`config.mk`:
```
export PLATFORM = sky130hd
export DESIGN_NAME = piso_top
export DESIGN_NICKNAME = d
export VERILOG_FILES = /design/src/common/piso_pkg.sv /design/src/bram_infer.sv /design/src/piso/piso_fifo_ptrs.sv /design/src/piso/piso.sv /design/src/piso_top.sv
export VERILOG_INCLUDE_DIRS = /design/src /design/src/common
export SDC_FILE = /design/constraint.sdc
export NUM_CORES = 1
export LEC_CHECK = 0
export BUFFER_PORTS_ARGS = -buffer_cell sky130_fd_sc_hd__buf_2
export CAP_MARGIN = 15
export CORE_MARGIN = 3
export CORE_UTILIZATION = 40
export CTS_BUF_LIST = sky130_fd_sc_hd__clkbuf_4 sky130_fd_sc_hd__clkbuf_8
export CTS_CLUSTER_DIAMETER = 50
export DETAILED_ROUTE_END_ITERATION = 8
export PLACE_DENSITY = 0.61
export SYNTH_ARGS = -nofsm -noshare
export SYNTH_HDL_FRONTEND = slang
export SYNTH_SLANG_ARGS = --single-unit
```
`constraint.sdc`:
```
create_clock -name clk -period 37.8 [get_ports clk]
set_clock_uncertainty 0.1 [all_clocks]
set_input_delay 7.56 -clock clk [delete_from_list [all_inputs] [get_ports clk]]
set_output_delay 7.56 -clock clk [all_outputs]
set_load 0.05 [all_outputs]
```
`src/common/piso_macros.svh`:
```
`ifndef PISO_MACROS_SVH
`define PISO_MACROS_SVH

// ~~~~~~~~~~~~~~~~~~~~~~~~~~~~~~~~~~~~~~~~~~~~~~~~~~~~~~~~~~~~
// Serializer geometry
// ~~~~~~~~~~~~~~~~~~~~~~~~~~~~~~~~~~~~~~~~~~~~~~~~~~~~~~~~~~~~

// Wide input word.
`define PISO_DIN_WIDTH 128

// Narrow output slice.
`define PISO_DOUT_WIDTH 32

// Entries, power of two.
`define PISO_FIFO_DEPTH 8

// Slices per word, power of two.
`define PISO_SLICES ((`PISO_DIN_WIDTH) / (`PISO_DOUT_WIDTH))

`endif

```
`src/common/piso_pkg.sv`:
```
`default_nettype none

`include "piso_macros.svh"

package piso_pkg;

    // ~~~~~~~~~~~~~~~~~~~~~~~~~~~~~~~~~~~~~~~~~~~~~~~~~~~~~~~~~~~~
    // Datapath vectors
    // ~~~~~~~~~~~~~~~~~~~~~~~~~~~~~~~~~~~~~~~~~~~~~~~~~~~~~~~~~~~~
    typedef logic [`PISO_DIN_WIDTH-1:0]  din_word_t;   // One wide FIFO word.
    typedef logic [`PISO_DOUT_WIDTH-1:0] dout_word_t;  // One output slice.

    typedef logic [$clog2(`PISO_FIFO_DEPTH)-1:0] fifo_addr_t;
    typedef logic [$clog2(`PISO_FIFO_DEPTH):0]   fifo_ptr_t;   // MSB is the wrap bit.

    typedef logic [$clog2(`PISO_SLICES)-1:0] slice_idx_t;

    // Serializer FSM.
    typedef enum logic [1:0] {
        ST_IDLE,
        ST_LOAD,
        ST_BUSY
    } piso_state_t;

endpackage

`default_nettype wire

```
`src/bram_infer.sv`:
```
`default_nettype none
`timescale 1ns/1ps

`include "piso_macros.svh"

module bram_infer (
    input  wire                       clk,
    input  wire                       wr_en,
    input  wire                       rd_en,
    input  wire piso_pkg::fifo_addr_t wr_addr,
    input  wire piso_pkg::fifo_addr_t rd_addr,
    input  wire piso_pkg::din_word_t  wr_data,
    output piso_pkg::din_word_t       rd_data
);

    piso_pkg::din_word_t mem [`PISO_FIFO_DEPTH];

    // Write port.
    always_ff @(posedge clk) begin
        if (wr_en) begin
            mem[wr_addr] <= wr_data;
        end
    end

    // Registered read, data one cycle after rd_en.
    always_ff @(posedge clk) begin
        if (rd_en) begin
            rd_data <= mem[rd_addr];
        end
    end

endmodule

`default_nettype wire

```
`src/piso/piso_fifo_ptrs.sv`:
```
`default_nettype none
`timescale 1ns/1ps

`include "piso_macros.svh"

module piso_fifo_ptrs (
    input  wire                   clk,
    input  wire                   rst,
    input  wire                   din_valid,
    input  wire                   rd_en,
    output logic                  wr_en,
    output piso_pkg::fifo_addr_t  wr_addr,
    output piso_pkg::fifo_addr_t  rd_addr,
    output logic                  full,
    output logic                  empty
);

    localparam int ADDR_W = $clog2(`PISO_FIFO_DEPTH);

    piso_pkg::fifo_ptr_t wr_ptr;
    piso_pkg::fifo_ptr_t rd_ptr;

    // ~~~~~~~~~~~~~~~~~~~~~~~~~~~~~~~~~~~~~~~~~~~~~~~~~~~~~~~~~~~~
    // Flags
    // ~~~~~~~~~~~~~~~~~~~~~~~~~~~~~~~~~~~~~~~~~~~~~~~~~~~~~~~~~~~~
    assign empty = (wr_ptr == rd_ptr);
    assign full  = (wr_ptr[ADDR_W] != rd_ptr[ADDR_W]) &&
                   (wr_ptr[ADDR_W-1:0] == rd_ptr[ADDR_W-1:0]);

    assign wr_en   = din_valid & ~full;  // Strobe while full is dropped.
    assign wr_addr = wr_ptr[ADDR_W-1:0];
    assign rd_addr = rd_ptr[ADDR_W-1:0];

    always_ff @(posedge clk) begin
        if (rst) begin
            wr_ptr <= '0;
        end else if (wr_en) begin
            wr_ptr <= wr_ptr + 1'b1;
        end
    end

    always_ff @(posedge clk) begin
        if (rst) begin
            rd_ptr <= '0;
        end else if (rd_en) begin
            rd_ptr <= rd_ptr + 1'b1;
        end
    end

    // ~~~~~~~~~~~~~~~~~~~~~~~~~~~~~~~~~~~~~~~~~~~~~~~~~~~~~~~~~~~~
    // Checks
    // ~~~~~~~~~~~~~~~~~~~~~~~~~~~~~~~~~~~~~~~~~~~~~~~~~~~~~~~~~~~~

    // The serializer only reads stored words.
    a_no_read_empty: assert property (
        @(posedge clk) disable iff (rst) rd_en |-> !empty
    ) else $error("read strobe while FIFO empty");

endmodule

`default_nettype wire

```
`src/piso/piso.sv`:
```
`default_nettype none
`timescale 1ns/1ps

`include "piso_macros.svh"

module piso (
    input  wire                       clk,
    input  wire                       rst,
    input  wire piso_pkg::din_word_t  din,
    input  wire                       din_valid,
    output logic                      full,
    output piso_pkg::dout_word_t      dout,
    output logic                      dout_valid,
    input  wire                       dout_ready
);

    piso_pkg::piso_state_t state;
    piso_pkg::din_word_t   rd_data;
    piso_pkg::din_word_t   hold;
    piso_pkg::dout_word_t  dout_r;
    piso_pkg::slice_idx_t  idx;
    piso_pkg::slice_idx_t  idx_next;
    piso_pkg::fifo_addr_t  wr_addr;
    piso_pkg::fifo_addr_t  rd_addr;

    logic wr_en;
    logic rd_en;
    logic empty;
    logic xfer;
    logic last_slice;
    logic dout_valid_r;

    // ~~~~~~~~~~~~~~~~~~~~~~~~~~~~~~~~~~~~~~~~~~~~~~~~~~~~~~~~~~~~
    // FIFO
    // ~~~~~~~~~~~~~~~~~~~~~~~~~~~~~~~~~~~~~~~~~~~~~~~~~~~~~~~~~~~~
    piso_fifo_ptrs i_ptrs (
        .clk       (clk),
        .rst       (rst),
        .din_valid (din_valid),
        .rd_en     (rd_en),
        .wr_en     (wr_en),
        .wr_addr   (wr_addr),
        .rd_addr   (rd_addr),
        .full      (full),
        .empty     (empty)
    );

    bram_infer i_ram (
        .clk     (clk),
        .wr_en   (wr_en),
        .rd_en   (rd_en),
        .wr_addr (wr_addr),
        .rd_addr (rd_addr),
        .wr_data (din),
        .rd_data (rd_data)
    );

    // ~~~~~~~~~~~~~~~~~~~~~~~~~~~~~~~~~~~~~~~~~~~~~~~~~~~~~~~~~~~~
    // Load / serialize FSM
    // ~~~~~~~~~~~~~~~~~~~~~~~~~~~~~~~~~~~~~~~~~~~~~~~~~~~~~~~~~~~~
    assign xfer       = dout_valid_r & dout_ready;
    assign last_slice = (idx == piso_pkg::slice_idx_t'(`PISO_SLICES - 1));
    assign idx_next   = idx + 1'b1;

    // Read on entry from idle, or back to back after the last slice.
    always_comb begin
        case (state)
            piso_pkg::ST_IDLE: rd_en = ~empty;
            piso_pkg::ST_BUSY: rd_en = xfer & last_slice & ~empty;
            default:           rd_en = 1'b0;
        endcase
    end

    always_ff @(posedge clk) begin
        if (rst) begin
            state        <= piso_pkg::ST_IDLE;
            idx          <= '0;
            dout_valid_r <= 1'b0;
        end else begin
            case (state)
                piso_pkg::ST_IDLE: begin
                    if (rd_en) begin
                        state <= piso_pkg::ST_LOAD;
                    end
                end
                piso_pkg::ST_LOAD: begin
                    state        <= piso_pkg::ST_BUSY;
                    idx          <= '0;
                    dout_valid_r <= 1'b1;  // Valid the cycle after load.
                end
                piso_pkg::ST_BUSY: begin
                    if (xfer) begin
                        if (last_slice) begin
                            dout_valid_r <= 1'b0;
                            state        <= rd_en ? piso_pkg::ST_LOAD : piso_pkg::ST_IDLE;
                        end else begin
                            idx <= idx_next;
                        end
                    end
                end
                default: state <= piso_pkg::ST_IDLE;
            endcase
        end
    end

    // Holding register and output slice.
    always_ff @(posedge clk) begin
        if (state == piso_pkg::ST_LOAD) begin
            hold   <= rd_data;
            dout_r <= rd_data[`PISO_DOUT_WIDTH-1:0];  // Slice 0 first.
        end else if (xfer && !last_slice) begin
            dout_r <= hold[idx_next * `PISO_DOUT_WIDTH +: `PISO_DOUT_WIDTH];
        end
    end

    assign dout       = dout_r;
    assign dout_valid = dout_valid_r;

    // ~~~~~~~~~~~~~~~~~~~~~~~~~~~~~~~~~~~~~~~~~~~~~~~~~~~~~~~~~~~~
    // Checks
    // ~~~~~~~~~~~~~~~~~~~~~~~~~~~~~~~~~~~~~~~~~~~~~~~~~~~~~~~~~~~~
    a_stall_stable: assert property (
        @(posedge clk) disable iff (rst)
        (dout_valid && !dout_ready) |=> (dout_valid && $stable(dout))
    ) else $error("dout changed while stalled");

    a_idle_not_valid: assert property (
        @(posedge clk) disable iff (rst)
        (state == piso_pkg::ST_IDLE) |-> !dout_valid
    ) else $error("dout_valid high in idle");

endmodule

`default_nettype wire

```
`src/piso_top.sv`:
```
`default_nettype none
`timescale 1ns/1ps

module piso_top (
    input  wire                       clk,
    input  wire                       rst,
    input  wire piso_pkg::din_word_t  din,
    input  wire                       din_valid,
    output logic                      full,
    output piso_pkg::dout_word_t      dout,
    output logic                      dout_valid,
    input  wire                       dout_ready
);

    // Wide in, narrow out.
    piso i_piso (
        .clk        (clk),
        .rst        (rst),
        .din        (din),
        .din_valid  (din_valid),
        .full       (full),
        .dout       (dout),
        .dout_valid (dout_valid),
        .dout_ready (dout_ready)
    );

endmodule

`default_nettype wire

```
# [Yosys cells after proc, flatten, opt, wreduce, memory -nomap -nowiden]
# Memory sizes are Yosys's and may differ from the RTL's. A register that Yosys moved wholly into a read port is not among the register bits.
# Cells that the tools add are included.
# Widths: inputs -> output; s select.
[totals] ff_bits=173 latch_bits=0 ramBits=1024 mem_bits_ro=0 input_bits=132 output_inout_bits=34 word_cells=53 n_memories=1
[memory_table] name="i_piso.i_ram.mem" depth=8 width=128 rd=1 rd_ports_with_merged_regs=1 write_ports=1 line="bram_infer.sv:16" text="piso_pkg::din_word_t mem [`PISO_FIFO_DEPTH];"
[classes] addsub=3 multipliers=0 div_mod_pow=0 n_lt_le_gt_ge=0 eq_ne=10 shifts=1 muxes=16 bitwise=6 n_reduce_logical=9
[ops] operator="$shiftx 128x8->32" count=1
[ops] operator="$mux 32" count=2
[ops] operator="$mux 2" count=5
[ops] operator="$reduce_and 3->1" count=3
[ops] operator="$add 4x1->4 const B" count=2
[ops] operator="$ne 2x1->1 const B" count=3
[ops] operator="$pmux 2 s3" count=1
[ops] operator="$mux 1" count=5
[ops] operator="$and 1x1->1" count=4
[ops] operator="$eq 2x2->1 const B" count=2
[ops] operator="$eq 4x4->1" count=1
[ops] operator="$pmux 1 s2" count=2
[ops] operator="$pmux 2 s2" count=1
[ops] operator="$reduce_bool 2->1" count=2
[ops] operator="$eq 3x3->1" count=1
[ops] operator="$add 2x1->2 const B" count=1
[ops] operator="$eq 2x1->1 const B" count=1
[ops] operator="$logic_and 1x1->1" count=2
[ops] operator="$logic_not 2->1" count=1
[ops] operator="$ne 2x2->1 const B" count=1
[ops] operator="$not 1->1" count=2
[ops] operator="$logic_not 1->1" count=1
[ops] operator="$ne 1x1->1" count=1

# [Depth between registers and ports, before layout]
# Gate-level depths: netlist (run 1).
[depth] ltp_word=8 ltp_mapped=7 depth_no_buf=6

# [Cells and area by module]
# From an unflattened synthesis (run 1), not the netlist that was laid out.
[hier_totals] cells_unflattened=2011 area_unflattened_um2=49814.0
[modules_own_cells] module="bram_infer" instances=1 cells_per_inst=1620 area_each_um2=42836.1 seq_area_each_um2=34593.2
[modules_own_cells] module="piso" instances=1 cells_per_inst=335 area_each_um2=6421.2 seq_area_each_um2=4904.7
[modules_own_cells] module="piso_fifo_ptrs" instances=1 cells_per_inst=56 area_each_um2=556.8 seq_area_each_um2=160.2

# [Worst setup path before layout (run 1)]
# OpenSTA, ideal clock, no wires.
[synth_path] path_kind="in2reg" startpoint="in din_valid" endpoint="mem i_piso.i_ram.mem[1][0] in the netlist's numbering, enable pin" setup_time_ns=0.772 arrival_time_ns=16.792 t_required_ns=36.928 slack_ns=20.135 stages=4 n_path_buf=0 cell_sequence="inv_1 > a41o_1 > or2_2 > nor3_1"
[synth_via] elab_chain_len=3
[synth_lines] item="start, declared" line="piso_top.sv:8" text="input wire din_valid,"
[synth_lines] item="$and 1x1->1" line="piso_fifo_ptrs.sv:30" text="assign wr_en = din_valid & ~full;"
[synth_lines] item="$mux 1" line="bram_infer.sv:20" text="if (wr_en) begin"
[synth_lines] item="$mux 1 (implied by the code)" line="bram_infer.sv:21" text="mem[wr_addr] <= wr_data;"
[synth_lines] item="end, declared" line="bram_infer.sv:16"
# Every way passes these cells.

# [Worst setup path after layout (run 1)]
[layout_path] startpoint="in din_valid" endpoint="mem i_piso.i_ram.mem[6][31] in the netlist's numbering, enable pin"
# Same word-level chain as after synthesis.

==> out/qor.yml, run 1 <==
clock_tree:
  cts_resized: 0
  cts_tree: "built"
  cts_setup_buffers: 0
  clkTransAtPathRegs_ns: 0.06
  max-clock-path-buffers: 3
  cts.sinks: 1325
  cts-root-buf: "clkbuf_8"
  cts-buffers-inserted: 200
  cts_hold_buf: 0
  htreeDepth: 4
  clk_latency_ns: 0.87
power_and_ir_drop:
  ir_worst_vdd_v: 0.0000421
  p_leak_nw: 17.9
  p_per_area_nw_per_um2: 66.0
final_layout:
  drive_gt1_frac: 0.351
  seq_area_um2: 39700
  syn_to_final_growth_pct: 13.7
  multi_input_area_um2: 9210
  fillerInstances: 10000
  finalNonFillerCells: 4126
  final_nets: 2457
global_route:
  antenna_found_initial: 50
  grt_pass1_vias: 22500
  grt_use_total: 0.171
  grt_first_pass_wirelength_mm: 157
  grt_max_degree: 129
  grt-ovfl-total: 0
detailed_routing:
  first_iter_violations: 2121
  drtAntennaViolNets: 0
  vias: 21500
  viasPerCell: 5.20
  wire_per_inst_um: 26.1
  wl_mm: 108
  drc: 0
  first_pass_iters: 5
floorplanning:
  die_width_um: 357
  coreArea_um2: 122000
  rows: 128
  initial_core_util: 0.404
  io_pins: 166
  die-area_um2: 128000
  die_h_um: 357
sta:
  rsz0062_at_grt: "no"
  hold_viol: 0
  tightest_slew_ns: 1.07
  setup-tns-final_ns: 0
  period_minus_slack_ns: 10.58
  drv_slew: 0
  relSlewSlack: 0.290
  fmax_ghz: 0.0945
  finalSetupViolations: 0
  fin_crit_sh: 0.280
placed_design:
  dpl.hpwl_mm: 63.4
  dp.cells: 3740
  place_congestion: 0.759
  io_buffer_count: 165
outcome:
  status: "finished, final reports clean"
yosys:
  synth.area.top_cells: "edfxtp_1 80%, mux4_2 9.4%, mux4_1 4.4%"
  synth_edf_count: 1312
  seq_area_frac_synth: 0.803
  yosys.area.top_type: "edfxtp_1"
  synth_common_cells: "1312 x edfxtp_1, 206 x mux4_2, 130 x mux2_2"
  netlist_area_um2: 49400
  synth.most_common_cell: "edfxtp_1"
  netlist_instances: 2011
  async_reset_ff_frac: 0
  syn_area_per_cell_um2: 24.6
  ys_ff_latch: 1325
  synth_top_area_share: 0.798
  dominantRegCellSynth: "edfxtp_1"
  synth_cell_types: 42
  ys_warn_count: 0
  synthesis.nets: 2150
run:
  timing.max_cap.violations: 0
critical_path:
  critical_path.endpoint_type: "flop"
  arrival_ns: 10.94
  critical_path_class: "in -> reg"
  worstPathRequired_ns: 38.16
  crit_fanout: 52
  start_kind: "input pin"
worst_hold_path:
  hp-class: "reg -> reg"
## power by group
group / leakage, nW / internal, mW / switching [mW] / total [mW]
Combinational: 3.62 / 0.240 / 0.374 / 0.614
Sequential: 12.1 / 1.85 / 0.0755 / 1.92
Clock: 2.14 / 0.631 / 0.537 / 1.17
## per-layer routing
metal / track usage / part of all wire
met5: 0 / 0.00093
met4: 0.0469 / 0.020
met3: 0.0389 / 0.064
met2: 0.275 / 0.49
met1: 0.235 / 0.42
## state kept, by name, summed over array words and instances (netlist names)
name	flops
i_piso.idx	2
i_piso.hold	128
i_piso.state	2
i_piso.i_ram.rd_data	128
i_piso.dout	32
i_piso.i_ptrs.rd_ptr	4
i_piso.i_ptrs.wr_ptr	4
i_piso.dout_valid	1
i_piso.i_ram.mem	1024
## layout by cell type, fill, tap and decap left out, drive strengths merged, types with 2 or more instances in the layout
| cell type | netlist | routed |
|---|---|---|
| ha | 7 | 7 |
| clkbuf | 38 | 282 |
| clkinv | 1 | 76 |
| bufinv | 0 | 7 |
| a41oi | 2 | 2 |
| clkinvlp | 0 | 3 |
| xnor2 | 5 | 5 |
| inv | 7 | 11 |
| nand2 | 98 | 98 |
| nor3 | 3 | 3 |
| mux2 | 130 | 130 |
| or2 | 2 | 2 |
| edfxtp | 1312 | 1312 |
| nand3 | 4 | 4 |
| mux2i | 4 | 4 |
| nand4 | 2 | 2 |
| a22oi | 2 | 2 |
| buf | 53 | 196 |
| a21oi | 3 | 3 |
| o21ai | 2 | 2 |
| mux4 | 288 | 288 |
| a211oi | 2 | 2 |
| nor2b | 2 | 2 |
| dfxtp | 13 | 13 |
| nand2b | 4 | 4 |
| nor2 | 16 | 16 |
| diode | 0 | 14 |
## metrics by stage
stage / cell area [um^2] / setup WS (ns) / util / hold WS, ns / power, mW
6_report: 56100 / 27.22 / 0.459 / 0.313 / 3.71
5_1_grt: 56100 / 27.00 / 0.459 / 0.313 / 3.86
4_1_cts: 56100 / 27.15 / 0.459 / 0.316 / 3.75
3_5_place_dp: 52000 / 26.21 / 0.426 / 0.305 / 2.58
3_3_place_gp: 52000 / 26.20 / 0.426 / 0.309 / 2.57
2_1_floorplan: 49400 / 20.14 / - / 0.300 / 2.37
## layout make-up
| cell class | instances | share of cell area |
|---|---|---|
| clock inverter | 89 | 0.0112 |
| timing repair buffer | 196 | 0.0200 |
| antenna | 14 | 0.000624 |
| inverter | 8 | 0.000535 |
| tap | 1625 | 0.0362 |
| sequential | 1325 | 0.707 |
| clock buffer | 282 | 0.0607 |
| multi-input combinational | 587 | 0.164 |
## kinds of logic (layout without fill, tap and decap cells)
| family | Yosys count | in the layout | share of synthesized area |
|---|---|---|---|
| AOI/OAI and AO/OA | 17 | 17 | 0.00269 |
| xor gates and xnor gates | 6 | 6 | 0.00106 |
| adders and majority gates | 7 | 7 | 0.00177 |
| buffers and inverters | 99 | 575 | 0.0120 |
| DFF | 1325 | 1325 | 0.803 |
| muxes | 422 | 422 | 0.168 |
| other | 0 | 14 | 0 |
| and+or+nand+nor | 135 | 135 | 0.0114 |
## critical path, cell delays in order
cell and delay [ns]:
buf_2 0.07, inv_1 0.06, a41o_1 0.32, nand2b_1 0.37, nor2_4 0.84, buf_4 0.81, buf_4 0.83
## worst paths after layout
kind	to	start	cells after the start	slack [ns]
setup / recovery	i_piso.i_ram.mem[6][31]	din_valid	7	27.22
hold reg to reg	i_piso.hold[96]	i_piso.i_ram.rd_data[96]	0	0.31
hold / removal	i_piso.hold[96]	i_piso.i_ram.rd_data[96]	0	0.31
setup reg to reg	i_piso.i_ram.mem[6][31]	i_piso.i_ptrs.rd_ptr[0]	6	32.67
(Power assumes the default switching activity.)
==> run 2, diff against run 1 <==
--- a/config.mk
+++ b/config.mk
@@ -13,7 +13,7 @@
 export CTS_BUF_LIST = sky130_fd_sc_hd__clkbuf_4 sky130_fd_sc_hd__clkbuf_8
 export CTS_CLUSTER_DIAMETER = 50
 export DETAILED_ROUTE_END_ITERATION = 8
-export PLACE_DENSITY = 0.61
+export PLACE_DENSITY = 0.64
 export SYNTH_ARGS = -nofsm -noshare
 export SYNTH_HDL_FRONTEND = slang
 export SYNTH_SLANG_ARGS = --single-unit
==> constraint.sdc (replaced) <==
create_clock -name clk -period 8.77 [get_ports clk]
set_clock_uncertainty 0.1 [all_clocks]
set_input_delay 1.754 -clock clk [delete_from_list [all_inputs] [get_ports clk]]
set_output_delay 1.754 -clock clk [all_outputs]
set_load 0.05 [all_outputs]
==> run 2 against run 1 <==
- critical endpoint is now full
- global-route usage hardly changed
- power rose to 4.3 times the previous value
- first-iteration DRC count shrank 4.8%
- highest routed layer unchanged
==> out/qor.yml, run 2 (same netlist as run 1, synthesis figures left out) <==
placed_design:
  dp.cells: 3742
  dp_slack_ns: 3.95
  dpl.hpwl_mm: 61.6
  io_buffer_count: 165
  place_congestion: 0.776
global_route:
  grt-ovfl-total: 0
  grt_pass1_vias: 22100
  grt_use_total: 0.171
  grt_first_pass_wirelength_mm: 157
  grt_max_degree: 153
  antenna_found_initial: 45
sta:
  fin_worst_hold_slack_ns: 0.318
  finalSetupViolations: 0
  setup-tns-final_ns: 0
  period_minus_slack_ns: 4.47
  fin_crit_sh: 0.510
  hold_viol: 0
  drv_slew: 0
  fmax_ghz: 0.224
  setup_slack_ns: 4.30
  rsz0062_at_grt: "no"
  relSlewSlack: 0.190
  tightest_slew_ns: 1.21
clock_tree:
  cts_resized: 0
  cts-root-buf: "clkbuf_8"
  clkTransAtPathRegs_ns: 0.06
  clk_latency_ns: 0.83
  cts_hold_buf: 0
  cts_setup_buffers: 0
  cts_tree: "built"
  htreeDepth: 4
  max-clock-path-buffers: 3
  cts-buffers-inserted: 205
  cts.sinks: 1325
detailed_routing:
  drtAntennaViolNets: 0
  vias: 21600
  first_pass_iters: 5
  top_layer_used: "met5"
  wl_mm: 108
  wl_met3_mm: 7.56
  viasPerCell: 5.22
  first_iter_violations: 2020
  wl_met2_mm: 53.2
  drc: 0
  wire_per_inst_um: 26.2
  met1_length_mm: 45.2
power_and_ir_drop:
  p_per_area_nw_per_um2: 283
  p_leak_nw: 17.8
  total_power_mw: 15.9
  ir_worst_vdd_v: 0.000190
final_layout:
  final_cell_mix: "1312 x edfxtp_1, 208 x clkbuf_8, 206 x mux4_2, 165 x buf_2, 130 x mux2_2"
  top_register: "i_piso.i_ram.mem"
  final_nets: 2463
  top_regs: "i_piso.i_ram.mem (1024), i_piso.hold (128), i_piso.i_ram.rd_data (128)"
  largest_reg_flops: 1024
  finalNonFillerCells: 4131
  final_common_cell: "edfxtp_1"
  drive_gt1_frac: 0.347
  syn_to_final_growth_pct: 13.5
worst_hold_path:
  whs_path_depth: 0
  hp-class: "reg -> reg"
  whs_endpoint: "i_piso.hold[126]"
  min_from: "i_piso.i_ram.rd_data[126]"
critical_path:
  timing.rr.end: "i_piso.i_ram.mem[1][110]"
  r2r_slack_ns: 4.64
  critical_path.endpoint_type: "primary output"
  worstPathRequired_ns: 6.92
  r2r-start: "i_piso.i_ptrs.rd_ptr[0]"
  start_kind: "flop"
  critical_path_class: "reg -> out"
  arrival_ns: 2.62
  r2r_cells: 6
  crit_fanout: 42
floorplanning:
  die_h_um: 357
  initial_core_util: 0.404
  coreArea_um2: 122000
  die_width_um: 357
  io_pins: 166
  die-area_um2: 128000
  rows: 128
run:
  timing.max_cap.violations: 0
outcome:
  status: "finished, final reports clean"
run 2: area by class of cell:
class	count	area [um^2]
diodes	15	37.5
clock buffers	271	3340
repair buffers	197	1160
well taps	1625	2030
flip-flops and latches	1325	39700
multi-input cells	587	9220
fillers	9933	66100
inverters	8	30.0
clock inverters	103	577
run 2: worst max-delay path by stage:
stage,end,start
finish,full,i_piso.i_ptrs.rd_ptr[0]
global route,full,i_piso.i_ptrs.rd_ptr[0]
CTS,full,i_piso.i_ptrs.rd_ptr[0]
detailed placement,i_piso.i_ram.mem[1][51],din_valid
global placement,i_piso.i_ram.mem[1][51],din_valid
floorplan,i_piso.i_ram.mem[3][0],din_valid
run 2: power breakdown:
part / total, mW / switching [mW] / internal [mW] / leakage [nW]
registers: 8.49 / 0.513 / 7.97 / 12.1
logic: 2.54 / 1.50 / 1.04 / 3.62
clock network: 4.87 / 2.30 / 2.57 / 2.07
total: 15.9 / 4.31 / 11.6 / 17.8
run 2: worst max-delay path, cell delays in order, from the launching register on:
cell and delay, ns:
dfxtp_4 0.87, xnor2_1 0.31, nand3_1 0.13, nor2_1 0.18
buf_2 0.30
run 2: stage by stage:
stage | cell area [um^2] | util
floorplan | 49400 | -
global placement | 52100 | 0.426
detailed placement | 52100 | 0.426
CTS | 56000 | 0.459
global route | 56000 | 0.459
finish | 56100 | 0.459
run 2: layer usage:
metal | vias to the layer above | track usage
met3 | 177 | 0.0432
met4 | 14 | 0.0535
met2 | 755 | 0.270
met5 | - | 0
li1 | 9241 | -
met1 | 11400 | 0.235
==> run 3, diff against run 2 <==
==> constraint.sdc (replaced) <==
create_clock -name clk -period 3.7 [get_ports clk]
set_clock_uncertainty 0.1 [all_clocks]
set_input_delay 0.74 -clock clk [delete_from_list [all_inputs] [get_ports clk]]
set_output_delay 0.74 -clock clk [all_outputs]
set_load 0.05 [all_outputs]
==> run 3 against run 2 <==
- clock power is 140% higher
- clock-buffer cell count is 8 lower
- global-route usage is 0.32 points higher
- hold slack worse by 0.23 ns
- final cell count is 2.3% higher
- sequential share of layout area is 1.6 points lower
- power is 140% higher
- critical endpoint unchanged
- register-to-register slack worse by 3.8 ns
- critical path type unchanged
- critical path depth stayed put
==> out/qor.yml, run 3 (same netlist as run 1, synthesis figures left out) <==
critical_path:
  critPathBufInv: 1
  worstPathRequired_ns: 2.86
  critical_path_class: "reg -> out"
  path_cells: "xnor2_1 -> nand3_1 -> nor2_1 -> buf_2"
  timing.rr.end: "i_piso.i_ram.mem[0][111]"
  cpPeakStageDelay_ns: 0.46
  cp_top_family: "XOR/XNOR gates"
  r2r_slack_ns: 0.87
  r2r_cells: 6
  cp-startpoint: "i_piso.i_ptrs.wr_ptr[2]"
  crit_fanout: 8
  r2r-start: "i_piso.i_ptrs.wr_ptr[2]"
  endpoint: "full"
  critical_path.endpoint_type: "primary output"
  cpMaxStageDelayCell: "xnor2_1"
  arrival_ns: 2.41
  start_kind: "flop"
  cp.depth: 4
global_route:
  grt_first_pass_wirelength_mm: 161
  antenna_found_initial: 34
  grt_max_degree: 147
  grt_use_total: 0.174
  grt-ovfl-total: 0
  grt_pass1_vias: 23000
final_layout:
  fillerInstances: 9890
  final_cell_mix: "1312 x edfxtp_1, 206 x mux4_2, 204 x clkbuf_8, 165 x buf_2, 130 x mux2_2"
  largest_reg_flops: 1024
  final_common_cell: "edfxtp_1"
  drive_gt1_frac: 0.338
  top_register: "i_piso.i_ram.mem"
  top_regs: "i_piso.i_ram.mem (1024), i_piso.hold (128), i_piso.i_ram.rd_data (128)"
  syn_to_final_growth_pct: 16.2
  stdcell_area_um2: 57400
  final_nets: 2564
clock_tree:
  cts_tree: "built"
  cts_resized: 0
  cts_hold_buf: 91
  cts-root-buf: "clkbuf_8"
  cts.sinks: 1325
  cts-buffers-inserted: 202
  clk_latency_ns: 0.85
  max-clock-path-buffers: 3
  clkTransAtPathRegs_ns: 0.06
  htreeDepth: 4
  cts_setup_buffers: 0
floorplanning:
  io_pins: 166
  die_h_um: 357
  initial_core_util: 0.404
  rows: 128
  coreArea_um2: 122000
  die_width_um: 357
  die-area_um2: 128000
power_and_ir_drop:
  power_switching_mw: 10.3
  pwr-share-clk: 0.307
  swShare: 0.271
  p_per_area_nw_per_um2: 663
  comb_power_share: 0.170
  seq_power_share: 0.524
  ir_worst_vdd_v: 0.000386
  internal-power_mw: 27.7
  p_leak_nw: 18.3
sta:
  tightest_slew_ns: 1.01
  drv_slew: 0
  rsz0062_at_grt: "no"
  period_minus_slack_ns: 3.25
  setup-tns-final_ns: 0
  finalSetupViolations: 0
  fin_worst_hold_slack_ns: 0.0834
  hold_viol: 0
  relSlewSlack: 0.328
  fmax_ghz: 0.308
  fin_crit_sh: 0.877
detailed_routing:
  vias: 22100
  first_iter_violations: 2081
  drc: 0
  wire_per_inst_um: 25.9
  wl_mm: 110
  drtAntennaViolNets: 0
  viasPerCell: 5.22
  first_pass_iters: 6
placed_design:
  place_congestion: 0.770
  io_buffer_count: 165
  dpl.hpwl_mm: 64.5
  dpl-instance-area_um2: 52500
worst_hold_path:
  hp-class: "in -> reg"
outcome:
  status: "finished, final reports clean"
run:
  timing.max_cap.violations: 0
==> run 3: cell types whose count changed in the layout (fill, tap and decap cells not counted), sizes merged <==
cell,delta
dlygate4sd3,+91
clkinv,-2
clkinvlp,-2
buf,+13
bufinv,+3
diode,+1
inv,-2
clkbuf,-8
==> run 3: power by group through the flow <==
stage,sequential (mW),combinational (mW),clock [mW]
floorplan,20.1,4.03,0
global placement,20.2,6.33,0
detailed placement,20.2,6.46,0
CTS,20.0,6.59,12.0
global route,20.0,6.92,12.7
finish,19.9,6.46,11.7
==> run 3: cell type report <==
type	count	area (um^2)	share of cell area
inverter	8	37.5	0.000654
multi-input combinational	587	9260	0.161
tap	1625	2030	0.0354
clock buffer	263	3250	0.0566
sequential	1325	39700	0.691
timing repair buffer	301	2400	0.0418
clock inverter	100	687	0.0120
antenna	16	40.0	0.000698
==> run 3: worst min-delay path by stage <==
| stage | startpoint | end | cells after the start |
|---|---|---|---|
| floorplan | i_piso.i_ram.rd_data[100] | i_piso.hold[100] | 0 |
| global placement | i_piso.i_ram.rd_data[127] | i_piso.hold[127] | 0 |
| detailed placement | i_piso.i_ram.rd_data[124] | i_piso.hold[124] | 0 |
| CTS | din[51] | i_piso.i_ram.mem[0][51] | 1 |
| global route | din[82] | i_piso.i_ram.mem[5][82] | 1 |
| finish | din[7] | i_piso.i_ram.mem[0][7] | 1 |
==> run 3: metrics by stage <==
stage	total power, mW	util	setup slack (ns)	cells
5_1_grt	39.7	0.469	0.276	4217
6_report	38.0	0.470	0.455	4225
2_1_floorplan	24.1	-	-1.22	2011
3_3_place_gp	26.6	0.430	0.877	3755
4_1_cts	38.5	0.469	0.323	4209
3_5_place_dp	26.7	0.430	0.842	3755
==> run 3: layer usage <==
metal | up-vias | part of all wire | global-route usage
li1 | 9436 | - | -
met1 | 11600 | 0.41 | 0.233
met2 | 782 | 0.48 | 0.272
met3 | 201 | 0.074 | 0.0499
met4 | 12 | 0.033 | 0.0654
met5 | - | 0.00069 | 0
==> run 3: worst register-to-register path: stages (launching register included) <==
cell and delay (ns):
dfxtp_1 0.56, xnor2_1 0.24, a41o_4 0.37, nand2b_4 0.21, nor3_4 0.24, buf_12 0.34, buf_4 0.40
